File: src/decode_pkg.sv
////////////////////////////////////////
// decode package
// widths, opcodes, the instruction word
// union and the decode control encodings
////////////////////////////////////////
`default_nettype none

package decode_pkg;

  localparam int XLEN      = 32;
  localparam int REG_W     = 5;
  localparam int ROB_DEPTH = 8;
  localparam int TAG_W     = $clog2(ROB_DEPTH);

  typedef logic [XLEN-1:0]  word_t;
  typedef logic [REG_W-1:0] reg_idx_t;
  typedef logic [TAG_W-1:0] tag_t;

  // rv32i major opcodes kept by this stage
  typedef enum logic [6:0] {
    OP       = 7'b0110011,
    OP_IMM   = 7'b0010011,
    LUI      = 7'b0110111,
    AUIPC    = 7'b0010111,
    LOAD     = 7'b0000011,
    STORE    = 7'b0100011,
    MISC_MEM = 7'b0001111
  } opcode_e;

  // r type, also the source of reg and funct fields for all formats
  typedef struct packed {
    logic [6:0] funct7;
    reg_idx_t   rs2;
    reg_idx_t   rs1;
    logic [2:0] funct3;
    reg_idx_t   rd;
    opcode_e    opcode;
  } r_fmt_t;

  typedef struct packed {
    logic [11:0] imm;
    reg_idx_t    rs1;
    logic [2:0]  funct3;
    reg_idx_t    rd;
    opcode_e     opcode;
  } i_fmt_t;

  // store immediate split around rs2/rs1
  typedef struct packed {
    logic [6:0] imm_hi;
    reg_idx_t   rs2;
    reg_idx_t   rs1;
    logic [2:0] funct3;
    logic [4:0] imm_lo;
    opcode_e    opcode;
  } s_fmt_t;

  typedef struct packed {
    logic [19:0] imm;
    reg_idx_t    rd;
    opcode_e     opcode;
  } u_fmt_t;

  // one fetched word, several readings
  typedef union packed {
    r_fmt_t r_fmt;
    i_fmt_t i_fmt;
    s_fmt_t s_fmt;
    u_fmt_t u_fmt;
  } instr_u;

  typedef enum logic [3:0] {
    ADD, SUB, SLL, SLT, SLTU, XOR, SRL, SRA, OR, AND
  } alu_op_e;

  typedef enum logic {FU_ARITH, FU_LSU} fu_type_e;

  typedef enum logic [1:0] {SRC_A_RS1, SRC_A_PC, SRC_A_ZERO} src_a_e;

  typedef enum logic {SRC_B_RS2, SRC_B_IMM} src_b_e;

  typedef enum logic [1:0] {IMM_I, IMM_S, IMM_U} imm_fmt_e;

endpackage

`default_nettype wire

File: src/decode_execute_latch.sv
////////////////////////////////////////
// decode to execute latch
// accepts, tags and allocates one instr
// per strobe, cleared by flush
////////////////////////////////////////
`timescale 1ns/1ps
`default_nettype none

module decode_execute_latch import decode_pkg::*; (
  input  logic     CLK,
  input  logic     nRST,
  input  logic     instr_valid,
  input  logic     flush,
  input  logic     is_fence,
  input  tag_t     cur_tail,
  input  reg_idx_t rd,
  input  alu_op_e  alu_op,
  input  fu_type_e fu_type,
  input  logic     wen,
  input  logic     illegal,
  input  word_t    port_a,
  input  word_t    port_b,
  input  word_t    store_data,
  output logic     alloc_ena,
  output logic     ex_valid,
  output logic     ex_wen,
  output logic     ex_illegal,
  output tag_t     ex_tag,
  output reg_idx_t ex_rd,
  output alu_op_e  ex_alu_op,
  output fu_type_e ex_fu_type,
  output word_t    ex_port_a,
  output word_t    ex_port_b,
  output word_t    ex_store_data
);

  logic accept;

  // fences never enter the completion buffer
  // illegal words still allocate so the fault retires in order
  assign accept    = instr_valid && !is_fence && !flush;
  assign alloc_ena = accept;

  always_ff @(posedge CLK, negedge nRST) begin
    if (!nRST) begin
      ex_valid   <= 1'b0;
      ex_wen     <= 1'b0;
      ex_illegal <= 1'b0;
    end else begin
      ex_valid   <= accept;
      ex_wen     <= accept && wen;
      ex_illegal <= accept && illegal;
    end
  end

  // payload zeroed in bubble cycles
  always_ff @(posedge CLK) begin
    if (accept) begin
      ex_tag        <= cur_tail;
      ex_rd         <= rd;
      ex_alu_op     <= alu_op;
      ex_fu_type    <= fu_type;
      ex_port_a     <= port_a;
      ex_port_b     <= port_b;
      ex_store_data <= store_data;
    end else begin
      ex_tag        <= '0;
      ex_rd         <= '0;
      ex_alu_op     <= ADD;
      ex_fu_type    <= FU_ARITH;
      ex_port_a     <= '0;
      ex_port_b     <= '0;
      ex_store_data <= '0;
    end
  end

endmodule

`default_nettype wire

File: src/decode_stage.sv
////////////////////////////////////////
// ooo decode stage
// decoder, operand select, fence logic
// and the decode to execute latch
////////////////////////////////////////
`timescale 1ns/1ps
`default_nettype none

module decode_stage import decode_pkg::*; (
  input  logic     CLK,
  input  logic     nRST,
  input  logic     instr_valid,
  input  word_t    instr,
  input  word_t    pc,
  input  word_t    rs1_data,
  input  word_t    rs2_data,
  input  logic     flush,
  input  tag_t     cur_tail,
  input  logic     iflush_done,
  input  logic     dflush_done,
  output reg_idx_t rs1,
  output reg_idx_t rs2,
  output logic     alloc_ena,
  output logic     icache_flush,
  output logic     dcache_flush,
  output logic     fence_pending,
  output logic     ex_valid,
  output tag_t     ex_tag,
  output reg_idx_t ex_rd,
  output alu_op_e  ex_alu_op,
  output fu_type_e ex_fu_type,
  output logic     ex_wen,
  output logic     ex_illegal,
  output word_t    ex_port_a,
  output word_t    ex_port_b,
  output word_t    ex_store_data
);

  // decoder outputs
  reg_idx_t rd;
  alu_op_e  alu_op;
  fu_type_e fu_type;
  src_a_e   src_a;
  src_b_e   src_b;
  imm_fmt_e imm_fmt;
  logic     wen;
  logic     is_fence;
  logic     illegal;
  // operand values
  word_t    port_a;
  word_t    port_b;
  word_t    store_data;

  instr_decoder dec0 (
    .instr(instr), .rs1(rs1), .rs2(rs2), .rd(rd),
    .alu_op(alu_op), .fu_type(fu_type), .src_a(src_a), .src_b(src_b),
    .imm_fmt(imm_fmt), .wen(wen), .is_fence(is_fence), .illegal(illegal)
  );

  // rs1/rs2 data come back from the register file in the same cycle
  operand_select opsel0 (
    .instr(instr), .imm_fmt(imm_fmt), .src_a(src_a), .src_b(src_b),
    .pc(pc), .rs1_data(rs1_data), .rs2_data(rs2_data),
    .port_a(port_a), .port_b(port_b), .store_data(store_data)
  );

  fence_tracker fence0 (
    .CLK(CLK), .nRST(nRST), .instr_valid(instr_valid), .is_fence(is_fence),
    .iflush_done(iflush_done), .dflush_done(dflush_done),
    .icache_flush(icache_flush), .dcache_flush(dcache_flush),
    .fence_pending(fence_pending)
  );

  decode_execute_latch latch0 (
    .CLK(CLK), .nRST(nRST), .instr_valid(instr_valid), .flush(flush),
    .is_fence(is_fence), .cur_tail(cur_tail), .rd(rd), .alu_op(alu_op),
    .fu_type(fu_type), .wen(wen), .illegal(illegal),
    .port_a(port_a), .port_b(port_b), .store_data(store_data),
    .alloc_ena(alloc_ena), .ex_valid(ex_valid), .ex_wen(ex_wen),
    .ex_illegal(ex_illegal), .ex_tag(ex_tag), .ex_rd(ex_rd),
    .ex_alu_op(ex_alu_op), .ex_fu_type(ex_fu_type), .ex_port_a(ex_port_a),
    .ex_port_b(ex_port_b), .ex_store_data(ex_store_data)
  );

endmodule

`default_nettype wire

File: src/fence_tracker.sv
////////////////////////////////////////
// fence tracker
// one cache flush pulse per fence run,
// pending until both caches are done
////////////////////////////////////////
`timescale 1ns/1ps
`default_nettype none

module fence_tracker (
  input  logic CLK,
  input  logic nRST,
  input  logic instr_valid,
  input  logic is_fence,
  input  logic iflush_done,
  input  logic dflush_done,
  output logic icache_flush,
  output logic dcache_flush,
  output logic fence_pending
);

  logic last_fence;
  logic fence_pulse;
  logic iflushed;
  logic dflushed;

  // was the previous strobed instr a fence
  always_ff @(posedge CLK, negedge nRST) begin
    if (!nRST) begin
      last_fence <= 1'b0;
    end else if (instr_valid) begin
      last_fence <= is_fence;
    end
  end

  // rising edge of a fence run
  assign fence_pulse  = instr_valid && is_fence && !last_fence;
  assign icache_flush = fence_pulse;
  assign dcache_flush = fence_pulse;

  // new pulse wins over a late done
  always_ff @(posedge CLK, negedge nRST) begin
    if (!nRST) begin
      iflushed <= 1'b1;
      dflushed <= 1'b1;
    end else begin
      if (fence_pulse) begin
        iflushed <= 1'b0;
      end else if (iflush_done) begin
        iflushed <= 1'b1;
      end
      if (fence_pulse) begin
        dflushed <= 1'b0;
      end else if (dflush_done) begin
        dflushed <= 1'b1;
      end
    end
  end

  assign fence_pending = !iflushed || !dflushed;

endmodule

`default_nettype wire

File: src/instr_decoder.sv
////////////////////////////////////////
// instruction decoder
// opcode/funct to alu op, unit, source
// selects, write enable and illegal flag
////////////////////////////////////////
`timescale 1ns/1ps
`default_nettype none

module instr_decoder import decode_pkg::*; (
  input  instr_u   instr,
  output reg_idx_t rs1,
  output reg_idx_t rs2,
  output reg_idx_t rd,
  output alu_op_e  alu_op,
  output fu_type_e fu_type,
  output src_a_e   src_a,
  output src_b_e   src_b,
  output imm_fmt_e imm_fmt,
  output logic     wen,
  output logic     is_fence,
  output logic     illegal
);

  // funct3 to alu op, alt is funct7 bit 5
  // sub only for register forms, addi keeps its imm bit
  function automatic alu_op_e alu_from_funct(input logic [2:0] funct3,
                                              input logic alt,
                                              input logic allow_sub);
    alu_op_e op;
    case (funct3)
      3'b000:  op = (alt && allow_sub) ? SUB : ADD;
      3'b001:  op = SLL;
      3'b010:  op = SLT;
      3'b011:  op = SLTU;
      3'b100:  op = XOR;
      3'b101:  op = alt ? SRA : SRL;
      3'b110:  op = OR;
      default: op = AND;
    endcase
    return op;
  endfunction

  // register indices straight from the word
  assign rs1 = instr.r_fmt.rs1;
  assign rs2 = instr.r_fmt.rs2;
  assign rd  = instr.r_fmt.rd;

  always_comb begin
    // defaults match an i type arith op
    alu_op   = ADD;
    fu_type  = FU_ARITH;
    src_a    = SRC_A_RS1;
    src_b    = SRC_B_IMM;
    imm_fmt  = IMM_I;
    wen      = 1'b1;
    is_fence = 1'b0;
    illegal  = 1'b0;
    case (instr.r_fmt.opcode)
      OP: begin
        src_b  = SRC_B_RS2;
        alu_op = alu_from_funct(instr.r_fmt.funct3, instr.r_fmt.funct7[5], 1'b1);
        // only 0x00 and 0x20 exist in base rv32i
        illegal = (instr.r_fmt.funct7 != 7'h00) && (instr.r_fmt.funct7 != 7'h20);
      end
      OP_IMM: begin
        alu_op = alu_from_funct(instr.r_fmt.funct3, instr.r_fmt.funct7[5], 1'b0);
      end
      // zero + upper imm
      LUI: begin
        src_a   = SRC_A_ZERO;
        imm_fmt = IMM_U;
      end
      AUIPC: begin
        src_a   = SRC_A_PC;
        imm_fmt = IMM_U;
      end
      // address = rs1 + imm
      LOAD: fu_type = FU_LSU;
      STORE: begin
        fu_type = FU_LSU;
        imm_fmt = IMM_S;
        wen     = 1'b0;
      end
      MISC_MEM: begin
        is_fence = 1'b1;
        wen      = 1'b0;
      end
      default: illegal = 1'b1;
    endcase
    // nothing written back for a bad word
    if (illegal) begin
      wen = 1'b0;
    end
  end

endmodule

`default_nettype wire

File: src/operand_select.sv
////////////////////////////////////////
// operand select
// immediate extension and the two
// functional unit port muxes
////////////////////////////////////////
`timescale 1ns/1ps
`default_nettype none

module operand_select import decode_pkg::*; (
  input  instr_u   instr,
  input  imm_fmt_e imm_fmt,
  input  src_a_e   src_a,
  input  src_b_e   src_b,
  input  word_t    pc,
  input  word_t    rs1_data,
  input  word_t    rs2_data,
  output word_t    port_a,
  output word_t    port_b,
  output word_t    store_data
);

  word_t imm_i_ext;
  word_t imm_s_ext;
  word_t imm_u_ext;
  word_t imm;

  // sign extend from bit 11
  assign imm_i_ext = {{20{instr.i_fmt.imm[11]}}, instr.i_fmt.imm};
  assign imm_s_ext = {{20{instr.s_fmt.imm_hi[6]}}, instr.s_fmt.imm_hi, instr.s_fmt.imm_lo};
  // upper imm, low 12 bits zero
  assign imm_u_ext = {instr.u_fmt.imm, 12'h000};

  always_comb begin
    case (imm_fmt)
      IMM_I:   imm = imm_i_ext;
      IMM_S:   imm = imm_s_ext;
      IMM_U:   imm = imm_u_ext;
      default: imm = '0;
    endcase
  end

  // port a: rs1, pc for auipc, zero for lui
  always_comb begin
    case (src_a)
      SRC_A_RS1: port_a = rs1_data;
      SRC_A_PC:  port_a = pc;
      default:   port_a = '0;
    endcase
  end

  assign port_b = (src_b == SRC_B_RS2) ? rs2_data : imm;

  // lsu picks this up only for stores
  assign store_data = rs2_data;

endmodule

`default_nettype wire

File: config.mk
export PLATFORM = sky130hd
export DESIGN_NAME = decode_stage
export DESIGN_NICKNAME = d
export VERILOG_FILES = /design/src/decode_pkg.sv /design/src/decode_execute_latch.sv /design/src/decode_stage.sv /design/src/fence_tracker.sv /design/src/instr_decoder.sv /design/src/operand_select.sv
export SDC_FILE = /design/constraint.sdc
export NUM_CORES = 1
export LEC_CHECK = 0
export ABC_AREA = 1
export BUFFER_PORTS_ARGS = -buffer_cell sky130_fd_sc_hd__buf_2
export CAP_MARGIN = 10
export CORE_MARGIN = 2
export CORE_UTILIZATION = 44
export DETAILED_ROUTE_END_ITERATION = 8
export GPL_TIMING_DRIVEN = 0
export MAX_ROUTING_LAYER = met4
export PLACE_DENSITY = 0.89
export SYNTH_ARGS = -nofsm -noshare
export SYNTH_HDL_FRONTEND = slang
export SYNTH_SLANG_ARGS = --single-unit
File: constraint.sdc
create_clock -name CLK -period 1.6 [get_ports CLK]
set_input_delay 0.32 -clock CLK [delete_from_list [all_inputs] [get_ports CLK]]
set_output_delay 0.32 -clock CLK [all_outputs]
set_load 0.02 [all_outputs]
==> results_dict.tcl <==
set metrics [dict create \
    drt-vias-per-instance 4.73 \
    start_util_pct 45.7 \
    drt-initial-drc-count 173 \
    min_to "latch0.ex_tag[2]" \
    rr_endpoint "fence0.iflushed" \
    max_freq_mhz 648 \
    hold_path_startpoint "cur_tail[2]" \
    reg2regPathDepth 5 \
    synth.ff_latch_count 115 \
    dr.pass1.iters 4 \
    power_density_mw_per_mm2 1160 \
    dpl.cell_count 945 \
    cts_tree "done" \
    io_pins 263 \
    min_path_cells 3 \
    cts.sinks 115 \
    rows 36 \
    peakVddDrop_mv 0.592 \
    synth.avg_cell_area_um2 8.12 \
    antenna_found_initial 0 \
    cp_data_arrival_time_ns 1.22 \
    final_antenna_net_count 0 \
    setup_slack_ns 0.0561 \
    vias 4638 \
    grt_pass1_vias 4724 \
    stdcell_area_mm2 0.00661 \
    leakage_nw 3.67 \
    outcome "complete, no violations" \
    fp.dieW_um 105 \
    synth_top_cell_area_share_pct 48.7 \
    fp.dieH_um 105 \
    synthTopCellsByArea "dfxtp_1 (49%), nand2_1 (9.2%), nand3_1 (7.6%), inv_1 (6.4%), nor2_1 (4.7%)" \
    synthCells 552 \
    min_period_over_period_pct 96.5 \
    path_class "flop to output pin" \
    pre_cts_slack_ns -0.257 \
    crit_chain "nand2_1 > buf_6" \
    holdWs_ns 0.0298 \
    insertion_delay_ns 0.50 \
    seq_area_frac_synth_pct 52.1 \
    gp_congestion 0.812 \
    dieArea_mm2 0.0110 \
    port_buffers 260 \
    area_delta_synth_final_pct 47.5 \
    min-delay-path-class "input port to flop" \
    wl_mm 14.7 \
    coreArea_mm2 0.00982 \
    grt_overflow 0 \
    skew_ns 0.00216 \
    grt_pass1_wl_mm 22.7 \
    cts.clk_slew.worst_paths_ns 0.06 \
    start_kind "flop" \
    tightest_slew_ns 0.529 \
    fin_total_pwr_mw 7.68 \
    cts_max_path_buffers 2 \
    grt_setup_unrepaired "false" \
    cp_num_buf_inv 1 \
    drc_errors 0 \
    grt_start_max_net_pins 19 \
    cp_top_family "flip-flops" \
    ys.warnings.count 0 \
    cp_data_required_time_ns 1.28 \
    synth_area_mm2 0.00448 \
    clock-root-buffer "clkbuf_8" \
    fin_tns_setup_ns 0 \
    maxCapViolations 0 \
    final_nets 972 \
    relSlewSlack_pct 64.8 \
    cp-end-kind "output pin" \
    max_stage_delay_ns 0.53 \
    reg2reg_from "fence0.last_fence" \
    finalSetupViolCount 0 \
    final_hold_viol_count 0 \
    fin_util_pct 67.3 \
    yosys.area.top_type "dfxtp_1" \
    worst-r2r-setup-slack_ns 0.72 \
    drv_slew 0 \
    layout_commonest_cell "buf_2" \
    worstPathMaxFanout 2 \
    track_usage_pct 27.4 \
    detailed_place.area_mm2 0.00595 \
    numCtsBuffers 17 \
    wl_per_cell_um 15.0 \
    diodes 0 \
    cp_slowest_cell "dfstp_2" \
    n_fill_cell 837 \
    final_layout_size_suffix_gt1_share_pct 44.5 \
    dp_hpwl_mm 11.1 \
    ys_types 27 \
    synth_nets 689 \
    htree_levels 4 \
    fin_crit_ns 1.54 \
    layoutNonFillerInstCount 981 \
    final_cell_mix "buf_2 (269), nand2_1 (109), dfxtp_1 (109)" \
]
==> where the power goes <==
group / switching (mW) / leakage (nW) / internal [mW]
Combinational: 0.532 / 2.42 / 0.337
Clock: 1.39 / 0.276 / 2.41
Sequential: 0.0259 / 0.969 / 2.98
Total: 1.95 / 3.67 / 5.73
==> logic make-up after synthesis <==
| kind of cell | synth area share, % |
|---|---|
| AOI/OAI and AO/OA | 9.57 |
| and+or+nand+nor | 24.8 |
| DFF | 52.1 |
| buffers and inverters | 13.5 |
==> cell usage after synthesis <==
library cell  instances
a21oi_2              20
buf_8                 2
inv_1                76
inv_4                 1
a21oi_1              27
clkinv_2              1
clkbuf_2              1
nor3_2                1
nand2_2               4
nand3_4               2
o2111ai_1             5
dfxtp_1             109
nor2_2                3
nor2_4                3
dfstp_2               2
buf_4                13
buf_2                13
or2_2                 1
dfrtp_1               4
buf_6                 8
inv_2                 2
clkbuf_1              4
nand2_1             110
nand3_1              68
o21ai_0              15
nor2_8                1
nor2_1               56
==> how the worst max path moves through the flow <==
stage | to | depth (start not counted) | slack (ns) | from
final | fence_pending | 2 | 0.06 | fence0.iflushed
after global routing | alloc_ena | 7 | 0.004 | instr[5]
after CTS | dcache_flush | 4 | 0.02 | fence0.last_fence
after detailed placement | alloc_ena | 8 | -0.26 | instr[1]
after global placement | alloc_ena | 8 | -0.24 | instr[0]
after floorplan | icache_flush | 7 | 0.04 | instr[5]
==> area by class of cell <==
| type | count | area, um^2 | share of cell area (%) |
|---|---|---|---|
| Clock buffer | 19 | 432 | 6.53 |
| Inverter | 80 | 304 | 4.60 |
| Multi-Input combinational cell | 316 | 1550 | 23.4 |
| Sequential cell | 115 | 2330 | 35.3 |
| Tap cell | 133 | 166 | 2.52 |
| Buffer | 39 | 290 | 4.39 |
| Clock inverter | 13 | 160 | 2.42 |
| Timing Repair Buffer | 266 | 1380 | 20.8 |
==> routing by layer <==
layer	part of all wire [%]	routed length (um)	track usage, %	vias up
li1	-	-	-	2274
met1	38	5610	28.4	2127
met2	54	7900	51.2	221
met3	6.5	949	6.30	16
met4	1.5	216	8.38	0
met5	0	0	-	-
==> state kept, by name, indices dropped and copies added, names as in the netlist, 3 cells and up <==
register              flops
latch0.ex_alu_op          4
latch0.ex_rd              5
latch0.ex_port_a         32
latch0.ex_store_data     32
latch0.ex_port_b         32
latch0.ex_tag             3
==> worst min-delay path, stage by stage <==
cell,delay [ns]
buf_2,0.10
inv_1,0.04
nor2_1,0.03
==> timing repair <==
item,4_1_cts,5_1_grt
pin swaps,4,1
hold endpoints to repair,6,0
cloned,0,0
hold buffers,1,0
gates resized for setup,6,3
buffers inserted,4,1
endpoints found under the setup margin,3,3
Power figures use the tool's default switching activity.
